<file path="src/include/ntm_settings.svh">
//////////////////////////////
// Sizes are fixed at build time. L and N must be at least 2
// Q8.8 constants in the logistic unit assume 8 fraction bits
//////////////////////////////
`ifndef NTM_SETTINGS_SVH
`define NTM_SETTINGS_SVH

// Number format
`define NTM_WORD_W 16  // Q8.8 signed word
`define NTM_FRAC_W 8   // Fraction bits
`define NTM_ACC_W  40  // Q24.16 sums, no overflow at these sizes

// Vector sizes
`define NTM_L 4  // Output rows
`define NTM_N 4  // Length of x, r and h

// One index width for rows and columns
`define NTM_IDX_W ((`NTM_L > `NTM_N) ? $clog2(`NTM_L) : $clog2(`NTM_N))

`endif

</file>
<file path="src/hdl/ntm_fixed_pkg.sv">
//////////////////////////////
// Q8.8 signed words only. No floating point
//////////////////////////////
`include "ntm_settings.svh"

package ntm_fixed_pkg;

  ////////////////////////////// Word types

  // Signed fixed point word
  typedef logic signed [`NTM_WORD_W-1:0] ntm_word_t;

  // Integer byte above fraction byte
  typedef struct packed {
    logic [`NTM_WORD_W-`NTM_FRAC_W-1:0] int_b;  // Whole part
    logic [`NTM_FRAC_W-1:0]             frac_b; // Fraction part
  } ntm_word_parts_t;

  ////////////////////////////// Dual view

  // Same bits read as a number or as two bytes
  // Logistic unit picks segments from both views
  typedef union packed {
    ntm_word_t       raw;   // Whole signed word
    ntm_word_parts_t parts; // Byte split
  } ntm_word_u;

endpackage

</file>
<file path="src/hdl/ntm_gate_pkg.sv">
//////////////////////////////
// One read vector only. No run-time sizes
//////////////////////////////
package ntm_gate_pkg;

  ////////////////////////////// Host write target

  typedef enum logic [2:0] {
    OP_W,  // Matrix W, row and column
    OP_K,  // Matrix K
    OP_U,  // Matrix U
    OP_X,  // Input vector x, column only
    OP_R,  // Read vector r
    OP_H,  // Hidden vector h
    OP_B   // Bias b
  } ntm_operand_e;

  ////////////////////////////// Controller

  // Matrix and vector pair being read
  typedef enum logic [1:0] {
    TERM_WX,  // W times x, first
    TERM_KR,  // K times r
    TERM_UH   // U times h, last
  } ntm_term_e;

  typedef enum logic [1:0] {
    GATE_IDLE,   // Waiting for start
    GATE_RUN,    // Issuing operand reads
    GATE_DRAIN   // Waiting for last gate value
  } ntm_gate_state_e;

endpackage

</file>
<file path="src/hdl/ntm_if.sv">
//////////////////////////////
// Operand reads return one cycle after the request
//////////////////////////////
`timescale 1ns/1ns
`include "ntm_settings.svh"

////////////////////////////// Operand read bus

interface ntm_operand_rd_if import ntm_fixed_pkg::*, ntm_gate_pkg::*; ();

  ntm_term_e                term;       // Pair select
  logic [`NTM_IDX_W-1:0]    row;        // Matrix row, also bias index
  logic [`NTM_IDX_W-1:0]    col;        // Matrix column and vector index
  ntm_word_t                mat_data;   // Matrix element, registered
  ntm_word_t                vec_data;   // Vector element, registered
  ntm_word_t                bias_data;  // b(row), registered

  modport ctrl   (output term, row, col, input mat_data, vec_data, bias_data);
  modport buffer (input term, row, col, output mat_data, vec_data, bias_data);

endinterface

////////////////////////////// MAC stream

interface ntm_mac_if import ntm_fixed_pkg::*; ();

  logic      valid;      // One operand pair this cycle
  logic      first;      // Bias preload beat
  logic      last;       // Closing beat of a row
  ntm_word_t a;          // Matrix element
  ntm_word_t b;          // Vector element
  ntm_word_t bias;       // Row bias, used on first
  logic      acc_valid;  // One cycle after last
  ntm_word_t z;          // Saturated row sum

  modport ctrl (output valid, first, last, a, b, bias, input acc_valid, z);
  modport mac  (input valid, first, last, a, b, bias, output acc_valid, z);

endinterface

</file>
<file path="src/hdl/ntm_operand_buffer.sv">
//////////////////////////////
// Vectors take wr_col as index, b included
// Writes during a run corrupt that run
//////////////////////////////
`timescale 1ns/1ns
`include "ntm_settings.svh"

module ntm_operand_buffer
  import ntm_fixed_pkg::*, ntm_gate_pkg::*;
(
  input  logic                  CLK,
  input  logic                  RST,
  input  logic                  wr_en,    // Host write strobe
  input  ntm_operand_e          wr_sel,   // Target array
  input  logic [`NTM_IDX_W-1:0] wr_row,   // Matrices only
  input  logic [`NTM_IDX_W-1:0] wr_col,
  input  ntm_word_t             wr_data,
  ntm_operand_rd_if.buffer      rd
);

  ntm_word_t w_mem [`NTM_L][`NTM_N];
  ntm_word_t k_mem [`NTM_L][`NTM_N];
  ntm_word_t u_mem [`NTM_L][`NTM_N];
  ntm_word_t x_vec [`NTM_N];
  ntm_word_t r_vec [`NTM_N];
  ntm_word_t h_vec [`NTM_N];
  ntm_word_t b_vec [`NTM_L];

  ////////////////////////////// Write port

  always_ff @(posedge CLK or posedge RST) begin
    if (RST) begin
      for (int l = 0; l < `NTM_L; l++) begin
        for (int n = 0; n < `NTM_N; n++) begin
          w_mem[l][n] <= '0;
          k_mem[l][n] <= '0;
          u_mem[l][n] <= '0;
        end
        b_vec[l] <= '0;
      end
      for (int n = 0; n < `NTM_N; n++) begin
        x_vec[n] <= '0;
        r_vec[n] <= '0;
        h_vec[n] <= '0;
      end
    end else if (wr_en) begin
      case (wr_sel)
        OP_W:    w_mem[wr_row][wr_col] <= wr_data;
        OP_K:    k_mem[wr_row][wr_col] <= wr_data;
        OP_U:    u_mem[wr_row][wr_col] <= wr_data;
        OP_X:    x_vec[wr_col] <= wr_data;
        OP_R:    r_vec[wr_col] <= wr_data;
        OP_H:    h_vec[wr_col] <= wr_data;
        OP_B:    b_vec[wr_col] <= wr_data;  // Bias indexed by column too
        default: ;                          // Unused codes dropped
      endcase
    end
  end

  ////////////////////////////// Registered read

  // Pair picked by term, bias by row
  always_ff @(posedge CLK) begin
    case (rd.term)
      TERM_WX: begin
        rd.mat_data <= w_mem[rd.row][rd.col];
        rd.vec_data <= x_vec[rd.col];
      end
      TERM_KR: begin
        rd.mat_data <= k_mem[rd.row][rd.col];
        rd.vec_data <= r_vec[rd.col];
      end
      default: begin
        rd.mat_data <= u_mem[rd.row][rd.col];
        rd.vec_data <= h_vec[rd.col];
      end
    endcase
    rd.bias_data <= b_vec[rd.row];
  end

endmodule

</file>
<file path="src/hdl/ntm_matrix_vector_mac.sv">
//////////////////////////////
// first and last must not share a beat
// Result rounds toward minus infinity, then saturates
//////////////////////////////
`timescale 1ns/1ns
`include "ntm_settings.svh"

module ntm_matrix_vector_mac (
  input  logic    CLK,
  input  logic    RST,
  ntm_mac_if.mac  mac
);

  localparam int W  = `NTM_WORD_W;
  localparam int AW = `NTM_ACC_W;

  // Q8.8 limits seen at accumulator scale
  localparam logic signed [AW-1:0] Z_MAX = AW'((1 << (W - 1)) - 1);
  localparam logic signed [AW-1:0] Z_MIN = -AW'(1 << (W - 1));

  logic signed [2*W-1:0] prod;      // Q16.16 product
  logic signed [AW-1:0]  prod_ext;
  logic signed [AW-1:0]  bias_ext;  // Bias at product scale
  logic signed [AW-1:0]  acc;
  logic signed [AW-1:0]  acc_sh;    // Back to Q8.8 scale

  assign prod     = mac.a * mac.b;
  assign prod_ext = {{(AW - 2 * W){prod[2*W-1]}}, prod};
  assign bias_ext = {{(AW - W){mac.bias[W-1]}}, mac.bias} <<< `NTM_FRAC_W;

  ////////////////////////////// Accumulator

  always_ff @(posedge CLK) begin
    if (mac.valid) begin
      if (mac.first) acc <= bias_ext + prod_ext;  // New row
      else           acc <= acc + prod_ext;
    end
  end

  always_ff @(posedge CLK or posedge RST) begin
    if (RST) mac.acc_valid <= 1'b0;
    else     mac.acc_valid <= mac.valid & mac.last;  // Row sum ready next cycle
  end

  ////////////////////////////// Scale and clip

  assign acc_sh = acc >>> `NTM_FRAC_W;  // Floor shift

  always_comb begin
    if (acc_sh > Z_MAX)      mac.z = Z_MAX[W-1:0];  // Large positive weights
    else if (acc_sh < Z_MIN) mac.z = Z_MIN[W-1:0];
    else                     mac.z = acc_sh[W-1:0];
  end

endmodule

</file>
<file path="src/hdl/ntm_vector_logistic.sv">
//////////////////////////////
// Piecewise-linear sigmoid, 4 segments
// Output ready 2 cycles after input
//////////////////////////////
`timescale 1ns/1ns
`include "ntm_settings.svh"

module ntm_vector_logistic
  import ntm_fixed_pkg::*;
(
  input  logic                  CLK,
  input  logic                  RST,
  input  logic                  in_valid,
  input  logic [`NTM_IDX_W-1:0] in_index,   // Row tag
  input  ntm_word_t             z,
  output logic                  out_valid,
  output logic [`NTM_IDX_W-1:0] out_index,
  output ntm_word_t             o           // Q8.8 in 0..1
);

  localparam int F = `NTM_FRAC_W;

  // Segment offsets and limits in Q8.8
  localparam ntm_word_t ONE    = ntm_word_t'(1 << F);          // 1.0
  localparam ntm_word_t OFS_0  = ntm_word_t'(1 << (F - 1));    // 0.5
  localparam ntm_word_t OFS_1  = ntm_word_t'(5 << (F - 3));    // 0.625
  localparam ntm_word_t OFS_2  = ntm_word_t'(27 << (F - 5));   // 0.84375
  localparam ntm_word_t KNEE_2 = ntm_word_t'(19 << (F - 3));   // 2.375

  logic [`NTM_WORD_W-1:0] mag;     // 0x8000 stays large as unsigned
  ntm_word_u              mag_u;
  logic [1:0]             seg;

  logic                   s1_valid;
  logic [`NTM_IDX_W-1:0]  s1_index;
  logic                   s1_neg;
  logic [1:0]             s1_seg;
  logic [`NTM_WORD_W-1:0] s1_mag;
  ntm_word_t              pos;     // Result for |z|

  ////////////////////////////// Stage 1

  assign mag       = z[`NTM_WORD_W-1] ? (~z + 1'b1) : z;
  assign mag_u.raw = mag;

  always_comb begin
    if (mag_u.parts.int_b >= 5)     seg = 2'd3;  // Flat at 1.0
    else if (mag_u.parts.int_b == 0) seg = 2'd0;  // Below 1.0
    else if (mag_u.raw < KNEE_2)    seg = 2'd1;
    else                            seg = 2'd2;
  end

  always_ff @(posedge CLK or posedge RST) begin
    if (RST) s1_valid <= 1'b0;
    else     s1_valid <= in_valid;
  end

  always_ff @(posedge CLK) begin
    s1_index <= in_index;
    s1_neg   <= z[`NTM_WORD_W-1];
    s1_seg   <= seg;
    s1_mag   <= mag;
  end

  ////////////////////////////// Stage 2

  // Slope by shift plus offset
  always_comb begin
    case (s1_seg)
      2'd0:    pos = ntm_word_t'(s1_mag >> 2) + OFS_0;
      2'd1:    pos = ntm_word_t'(s1_mag >> 3) + OFS_1;
      2'd2:    pos = ntm_word_t'(s1_mag >> 5) + OFS_2;
      default: pos = ONE;
    endcase
  end

  always_ff @(posedge CLK or posedge RST) begin
    if (RST) out_valid <= 1'b0;
    else     out_valid <= s1_valid;
  end

  always_ff @(posedge CLK) begin
    out_index <= s1_index;
    o         <= s1_neg ? (ONE - pos) : pos;  // sigmoid(-m) = 1 - sigmoid(m)
  end

endmodule

</file>
<file path="src/hdl/ntm_output_gate_vector.sv">
//////////////////////////////
// Rows go out in order, one value each, then done
// start is ignored while busy
//////////////////////////////
`timescale 1ns/1ns
`include "ntm_settings.svh"

module ntm_output_gate_vector
  import ntm_fixed_pkg::*, ntm_gate_pkg::*;
(
  input  logic                  CLK,
  input  logic                  RST,
  input  logic                  start,
  output logic                  busy,
  ntm_operand_rd_if.ctrl        rd,
  output logic                  o_valid,
  output logic [`NTM_IDX_W-1:0] o_index,
  output ntm_word_t             o_data,
  output logic                  done
);

  localparam int IW = `NTM_IDX_W;
  localparam logic [IW-1:0] LAST_ROW = IW'(`NTM_L - 1);
  localparam logic [IW-1:0] LAST_COL = IW'(`NTM_N - 1);

  ntm_gate_state_e state;
  ntm_term_e       term;
  logic [IW-1:0]   row;
  logic [IW-1:0]   col;
  logic [IW-1:0]   res_row;    // Row of the next MAC result
  logic [IW-1:0]   out_cnt;    // Gate values seen this run

  logic issue;
  logic issue_first;
  logic issue_last;
  logic end_of_run;
  logic mac_valid;             // Read strobes, one cycle late
  logic mac_first;
  logic mac_last;

  ntm_mac_if mac_bus ();

  function automatic ntm_term_e next_term(input ntm_term_e t);
    case (t)
      TERM_WX: return TERM_KR;
      TERM_KR: return TERM_UH;
      default: return TERM_WX;
    endcase
  endfunction

  ////////////////////////////// Read issue

  assign issue       = (state == GATE_RUN);  // One read per cycle
  assign issue_first = issue && (term == TERM_WX) && (col == '0);
  assign issue_last  = issue && (term == TERM_UH) && (col == LAST_COL);
  assign end_of_run  = issue_last && (row == LAST_ROW);
  assign busy        = (state != GATE_IDLE);

  assign rd.term = term;
  assign rd.row  = row;
  assign rd.col  = col;

  ////////////////////////////// FSM

  always_ff @(posedge CLK or posedge RST) begin
    if (RST) begin
      state <= GATE_IDLE;
      term  <= TERM_WX;
      row   <= '0;
      col   <= '0;
      done  <= 1'b0;
    end else begin
      done <= 1'b0;
      case (state)
        GATE_IDLE: begin
          if (start) begin
            state <= GATE_RUN;
            term  <= TERM_WX;
            row   <= '0;
            col   <= '0;
          end
        end
        GATE_RUN: begin
          if (col == LAST_COL) begin
            col  <= '0;
            term <= next_term(term);
            if (term == TERM_UH) row <= row + 1'b1;  // Row complete
            if (end_of_run) state <= GATE_DRAIN;
          end else begin
            col <= col + 1'b1;
          end
        end
        GATE_DRAIN: begin
          // Busy drops with done
          if (o_valid && (out_cnt == LAST_ROW)) begin
            state <= GATE_IDLE;
            done  <= 1'b1;
          end
        end
        default: state <= GATE_IDLE;
      endcase
    end
  end

  // Align strobes with read data
  always_ff @(posedge CLK or posedge RST) begin
    if (RST) begin
      mac_valid <= 1'b0;
      mac_first <= 1'b0;
      mac_last  <= 1'b0;
    end else begin
      mac_valid <= issue;
      mac_first <= issue_first;
      mac_last  <= issue_last;
    end
  end

  // Result tags and output count
  always_ff @(posedge CLK or posedge RST) begin
    if (RST) begin
      res_row <= '0;
      out_cnt <= '0;
    end else if (!busy && start) begin
      res_row <= '0;
      out_cnt <= '0;
    end else begin
      if (mac_bus.acc_valid) res_row <= res_row + 1'b1;
      if (o_valid)           out_cnt <= out_cnt + 1'b1;
    end
  end

  ////////////////////////////// Datapath

  assign mac_bus.valid = mac_valid;
  assign mac_bus.first = mac_first;
  assign mac_bus.last  = mac_last;
  assign mac_bus.a     = rd.mat_data;
  assign mac_bus.b     = rd.vec_data;
  assign mac_bus.bias  = rd.bias_data;

  ntm_matrix_vector_mac u_mac (
    .CLK (CLK),
    .RST (RST),
    .mac (mac_bus.mac)
  );

  // Overlaps the MAC of the next row
  ntm_vector_logistic u_logistic (
    .CLK       (CLK),
    .RST       (RST),
    .in_valid  (mac_bus.acc_valid),
    .in_index  (res_row),
    .z         (mac_bus.z),
    .out_valid (o_valid),
    .out_index (o_index),
    .o         (o_data)
  );

endmodule

</file>
<file path="src/hdl/ntm_output_gate_top.sv">
//////////////////////////////
// No back-pressure. Take o_data on o_valid
//////////////////////////////
`timescale 1ns/1ns
`include "ntm_settings.svh"

module ntm_output_gate_top
  import ntm_fixed_pkg::*, ntm_gate_pkg::*;
(
  input  logic                  CLK,
  input  logic                  RST,
  // Host load
  input  logic                  wr_en,
  input  ntm_operand_e          wr_sel,
  input  logic [`NTM_IDX_W-1:0] wr_row,
  input  logic [`NTM_IDX_W-1:0] wr_col,
  input  ntm_word_t             wr_data,
  // Run control
  input  logic                  start,
  output logic                  busy,
  // Gate values
  output logic                  o_valid,
  output logic [`NTM_IDX_W-1:0] o_index,
  output ntm_word_t             o_data,
  output logic                  done
);

  ntm_operand_rd_if rd_bus ();

  ntm_operand_buffer u_buffer (
    .CLK     (CLK),
    .RST     (RST),
    .wr_en   (wr_en),
    .wr_sel  (wr_sel),
    .wr_row  (wr_row),
    .wr_col  (wr_col),
    .wr_data (wr_data),
    .rd      (rd_bus.buffer)
  );

  ntm_output_gate_vector u_gate (
    .CLK     (CLK),
    .RST     (RST),
    .start   (start),
    .busy    (busy),
    .rd      (rd_bus.ctrl),
    .o_valid (o_valid),
    .o_index (o_index),
    .o_data  (o_data),
    .done    (done)
  );

endmodule

</file>
<file path="config.mk">
export PLATFORM = sky130hd
export DESIGN_NAME = ntm_output_gate_top
export DESIGN_NICKNAME = d
export VERILOG_FILES = /design/src/hdl/ntm_fixed_pkg.sv /design/src/hdl/ntm_gate_pkg.sv /design/src/hdl/ntm_if.sv /design/src/hdl/ntm_operand_buffer.sv /design/src/hdl/ntm_matrix_vector_mac.sv /design/src/hdl/ntm_vector_logistic.sv /design/src/hdl/ntm_output_gate_vector.sv /design/src/hdl/ntm_output_gate_top.sv
export VERILOG_INCLUDE_DIRS = /design/src /design/src/include
export SDC_FILE = /design/constraint.sdc
export NUM_CORES = 2
export LEC_CHECK = 0
export BUFFER_PORTS_ARGS = -buffer_cell sky130_fd_sc_hd__buf_2
export CORE_ASPECT_RATIO = 1.1
export CORE_UTILIZATION = 60
export DETAILED_ROUTE_END_ITERATION = 8
export PLACE_DENSITY = 0.74
export SKIP_CTS_REPAIR_TIMING = 1
export SLEW_MARGIN = 20
export SYNTH_ARGS = -nofsm -noshare
export SYNTH_HDL_FRONTEND = slang
export SYNTH_SLANG_ARGS = --single-unit
</file>
<file path="constraint.sdc">
create_clock -name CLK -period 42.2 [get_ports CLK]
set_input_delay 6.33 -clock CLK [delete_from_list [all_inputs] [get_ports CLK]]
set_output_delay 6.33 -clock CLK [all_outputs]
set_load 0.005 [all_outputs]
</file>
Word-level counts from Yosys, hierarchy flattened --
Cells that the tools add are included.
Storage, ports and cells: register bits 1170, output and inout bits 21, word-level logic and storage cells 237
Operators by class: add/subtract/negate cells 11, $mul 1, $lt $le $gt $ge 10, equal/unequal tests 20, muxes and demuxes 71, bitwise logic cells 6, reduce and logical (&&, ||, !) cells 31
Operators by type and width (number):
- $bwmux W256 | 3
- $mux W64 | 7
- $bmux W64 S2 | 3
- $mux W16 | 19
- $bwmux W64 | 4
- $bmux W16 S2 | 7
- $demux W64 S2 | 1
- $pmux W16 S2 | 2
- $pmux W15 S3 | 1
- $add A40 B32 Y40 | 1
- $mux W40 | 1
- $add A24 B32 Y33 | 1
- $demux W16 S2 | 1
- $gt A32 B16 Y1 const B | 1
- $lt A32 B16 Y1 const B | 1
- $mul A16 B16 Y32 | 1
- $mux W2 | 15
- $add A16 B1 Y16 const B | 1
- $lt A16 B11 Y1 const B | 1
- $not A16 Y16 | 1
- $pmux W2 S2 | 4
- $reduce_and A2 Y1 | 8
- $sub A10 B16 Y16 const A | 1
- $add A14 B8 Y15 const B | 1
- 25 further kinds | 64

Depth between registers and ports, before layout --
word-level depth 9, gate-level depth with buffers 35

By module --
From an unflattened synthesis, not the netlist that was laid out.
Second synthesis, totals: cell total of the unflattened synthesis 4941, area, all modules 65351.4 um2
Modules (own cells, without submodules):
- ntm_operand_buffer | instances 1, cells each 2978, area an instance 47704.5 um2, sequential area each 26585.5 um2
- ntm_matrix_vector_mac | instances 1, cells each 1667, area an instance 14750.4 um2, sequential area each 1226.2 um2
- ntm_vector_logistic | instances 1, cells each 233, area an instance 2179.6 um2, sequential area each 790.8 um2
- ntm_output_gate_vector | instances 1, cells each 63, area an instance 716.9 um2, sequential area each 400.4 um2

Worst setup path before layout --
No wires, ideal clock.
kind in2reg, from input port wr_sel[2], to register u_buffer.w_mem[0] in the netlist's numbering, library setup time 0.125 ns, arrival time 8.141 ns, data required time 42.075 ns, setup slack 33.934 ns, cell stages on the path 7, cells stage by stage clkbuf_1 > nand2b_1 > or3_1 > clkbuf_1 > nor2_1 > clkbuf_1 > mux2_2
Between the ends: cells in the longest elaborated chain, start to end 2
Ends and longest elaborated chain:
- start, declared | line ntm_output_gate_top.sv:14 | input ntm_operand_e wr_sel,
- $logic_not A3 Y1 | line ntm_operand_buffer.sv:47 | case (wr_sel)
- $reduce_and A2 Y1 (no line)
- end signal, assigned by index | line ntm_operand_buffer.sv:48 | OP_W: w_mem[wr_row][wr_col] <= wr_data;
- end, declared | line ntm_operand_buffer.sv:21 | ntm_word_t w_mem [`NTM_L][`NTM_N];
Every way passes these cells. A chain may end at the register's enable or synchronous reset.

==> out/results.ini <==
[hold_path]
hp-start = u_gate.u_logistic.s1_index[0]$_DFF_P_
hold_depth = 0
whs_endpoint = u_gate.u_logistic.out_index[0]$_DFF_P_
hp-class = reg2reg

[routing]
drt-total-wl_mm = 149
via_count = 39030
ant_nets = 0
drt-initial-drc-count = 2629
dr.pass1.iters = 8
drc = 4
wire_per_inst_microns = 23.8
viasPerCell = 6.21

[die]
initial_core_util_pct = 60.9
die_y_microns = 346
fp.coreArea_sq_um = 106000
die_x_microns = 315
placementRows = 125
io_pins = 48
dieArea_sq_um = 109000

[setup_path]
cp.arrival_ps = 10420
endpoint_kind = asynchronous set/reset pin
reg2reg_from = u_buffer.rd.vec_data[1]$_DFF_P_
worstPathRequired_ps = 42950
start_kind = primary input
r2r_end = u_gate.u_mac.acc[39]$_DFFE_PP_
critPathKind = in2async
r2r_cells = 29
path_max_fanout = 178
reg2reg_slack_ps = 32780

[sta]
slew_viol_final = 0
holdWs_ps = 333
finalCritPeriodShare_pct = 22.9
finalCriticalPeriod_ps = 9670
rsz0062_at_grt = no
tns_ps = 0
hold_viol = 0
max_slew_margin_pct = 24.8
setup_viol = 0
finClkSkew_ps = 29.5
worst_pin_slew_ps = 1130
max_freq_ghz = 0.103

[synthesis]
yosys_warnings = 0
synth.yosys.seq_area_share_pct = 44.9
synth_seq_cells = 1168
synth_nets = 5337
yosysTopAreaCell = dfrtp_1
ys_types = 78
synth_cells = 4889
ys.flop_type = dfrtp_1
async_reset_ff_share_pct = 89.3
yosysMostFrequentCell = dfrtp_1
yosys.area.top_type_share_pct = 40.4
synth_area_leaders = dfrtp_1, mux2_2, mux4_2
avgSynthCellArea_sq_um = 13.2
synth_edf_count = 40
synth_area_sq_um = 64600
yosys-top-cells-count = dfrtp_1, mux2_2, inv_1, mux4_2, nand2_1

[clock_network]
htree_levels = 3
clk_pin_slew_ps = 60
clkSinkCount = 1168
cts_tree = done
cts_buffers = 116
clock_latency_ps = 720
clock_path_buffers = 3
cts_root_buffer = clkbuf_16

[grt]
grt_max_degree = 179
grt_pass1_wl_mm = 238
grt_usage_pct = 28.3
antenna_found_initial = 10
grt-ovfl-total = 0
grt_pass1_vias = 41264

[place]
hpwl_mm = 97.6
placed_area_sq_um = 65900
io_buffers = 47
routabilityCongestion = 0.906

[finish]
fin_nets = 5230
fin_area_sq_um = 69900
fin_util_pct = 65.8
multiInputGateArea_sq_um = 33100
ff_latch_area_sq_um = 29000
fillers = 7703
area_growth_pct = 8.11
post_route_cells_drive_above_1_share_pct = 33.9

[run_status]
outcome = complete, but fails checks
violations = design-rule violations

[run]
cap_violations = 0

==> placed cells by master (no fill, tap or decap), types with 56 or more instances in the layout <==
cell and count:
dfxtp_1 85, xnor2_1 73, nor2_1 140, fa_1 264
mux4_2 304, mux2_2 1027, inv_1 328, nand2_1 299
o21ai_0 79, a21o_1 56, and2_1 133, a21oi_1 91
buf_4 65, clkbuf_16 117, dfrtp_1 1037, ha_1 157
==> layer usage <==
metal	part of all wire, %	routed length [microns]	global-route usage, %	vias to the layer above
met2	50	74300	46.7	949
met3	5.2	7720	4.11	269
li1	-	-	-	17053
met4	3.8	5670	10.7	10
met5	0.043	65	0	-
met1	41	61700	38.1	20749
==> worst max-delay path, cell delays in order <==
cell    delay, ps
buf_2         130
inv_8         560
buf_12        750
buf_12        700
buf_4         890
buf_4         770
==> worst max path at each step <==
| stage | from | endpoint | slack (ps) | cells after the start |
|---|---|---|---|---|
| 3_3_place_gp | RST | u_buffer.u_mem[163]$_DFFE_PP0P_ | 31590 | 6 |
| 5_1_grt | RST | u_buffer.u_mem[163]$_DFFE_PP0P_ | 31800 | 6 |
| 6_report | RST | u_buffer.u_mem[178]$_DFFE_PP0P_ | 32530 | 6 |
| 2_1_floorplan | RST | u_buffer.b_vec[0]$_DFFE_PP0P_ | 6510 | 1 |
| 3_5_place_dp | RST | u_buffer.u_mem[163]$_DFFE_PP0P_ | 31580 | 6 |
| 4_1_cts | RST | u_buffer.u_mem[242]$_DFFE_PP0P_ | 32340 | 6 |
==> registers in the layout, indices dropped and copies added, names as in the netlist, 40 cells and up <==
name	cells
u_buffer.x_vec	64
u_gate.u_mac.acc	40
u_buffer.w_mem	256
u_buffer.r_vec	64
u_buffer.b_vec	64
u_buffer.h_vec	64
u_buffer.u_mem	256
u_buffer.k_mem	256
==> layout make-up <==
cell class | instances | area share (%)
repair buffers | 116 | 1.14
clock inverters | 41 | 0.858
diodes | 6 | 0.0215
multi-input cells | 3048 | 47.4
inverters | 332 | 1.79
flip-flops and latches | 1168 | 41.5
clock buffers | 178 | 4.82
well taps | 1397 | 2.50
==> cell families (layout without fill, tap and decap cells) <==
group | after synthesis | count (layout) | synth area share (%)
multiplexers | 1344 | 1344 | 28.7
flip-flops | 1168 | 1168 | 44.9
AND/OR/NAND/NOR | 766 | 766 | 5.71
buffers and inverters | 673 | 667 | 3.95
adder cells (fa/ha/maj) | 421 | 421 | 11.2
AO/OA/AOI/OAI | 403 | 403 | 4.04
XOR/XNOR | 114 | 114 | 1.54
other | 0 | 6 | 0
==> through the flow <==
step | instances | worst slack (ps)
finish | 6286 | 32530
global route | 6280 | 31800
CTS | 6280 | 32340
detailed placement | 6061 | 31580
global placement | 6061 | 31590
floorplan | 4889 | 6510
Power is not shown: default switching activity piles up to over one toggle a cycle in this logic, so the estimate is an artifact.
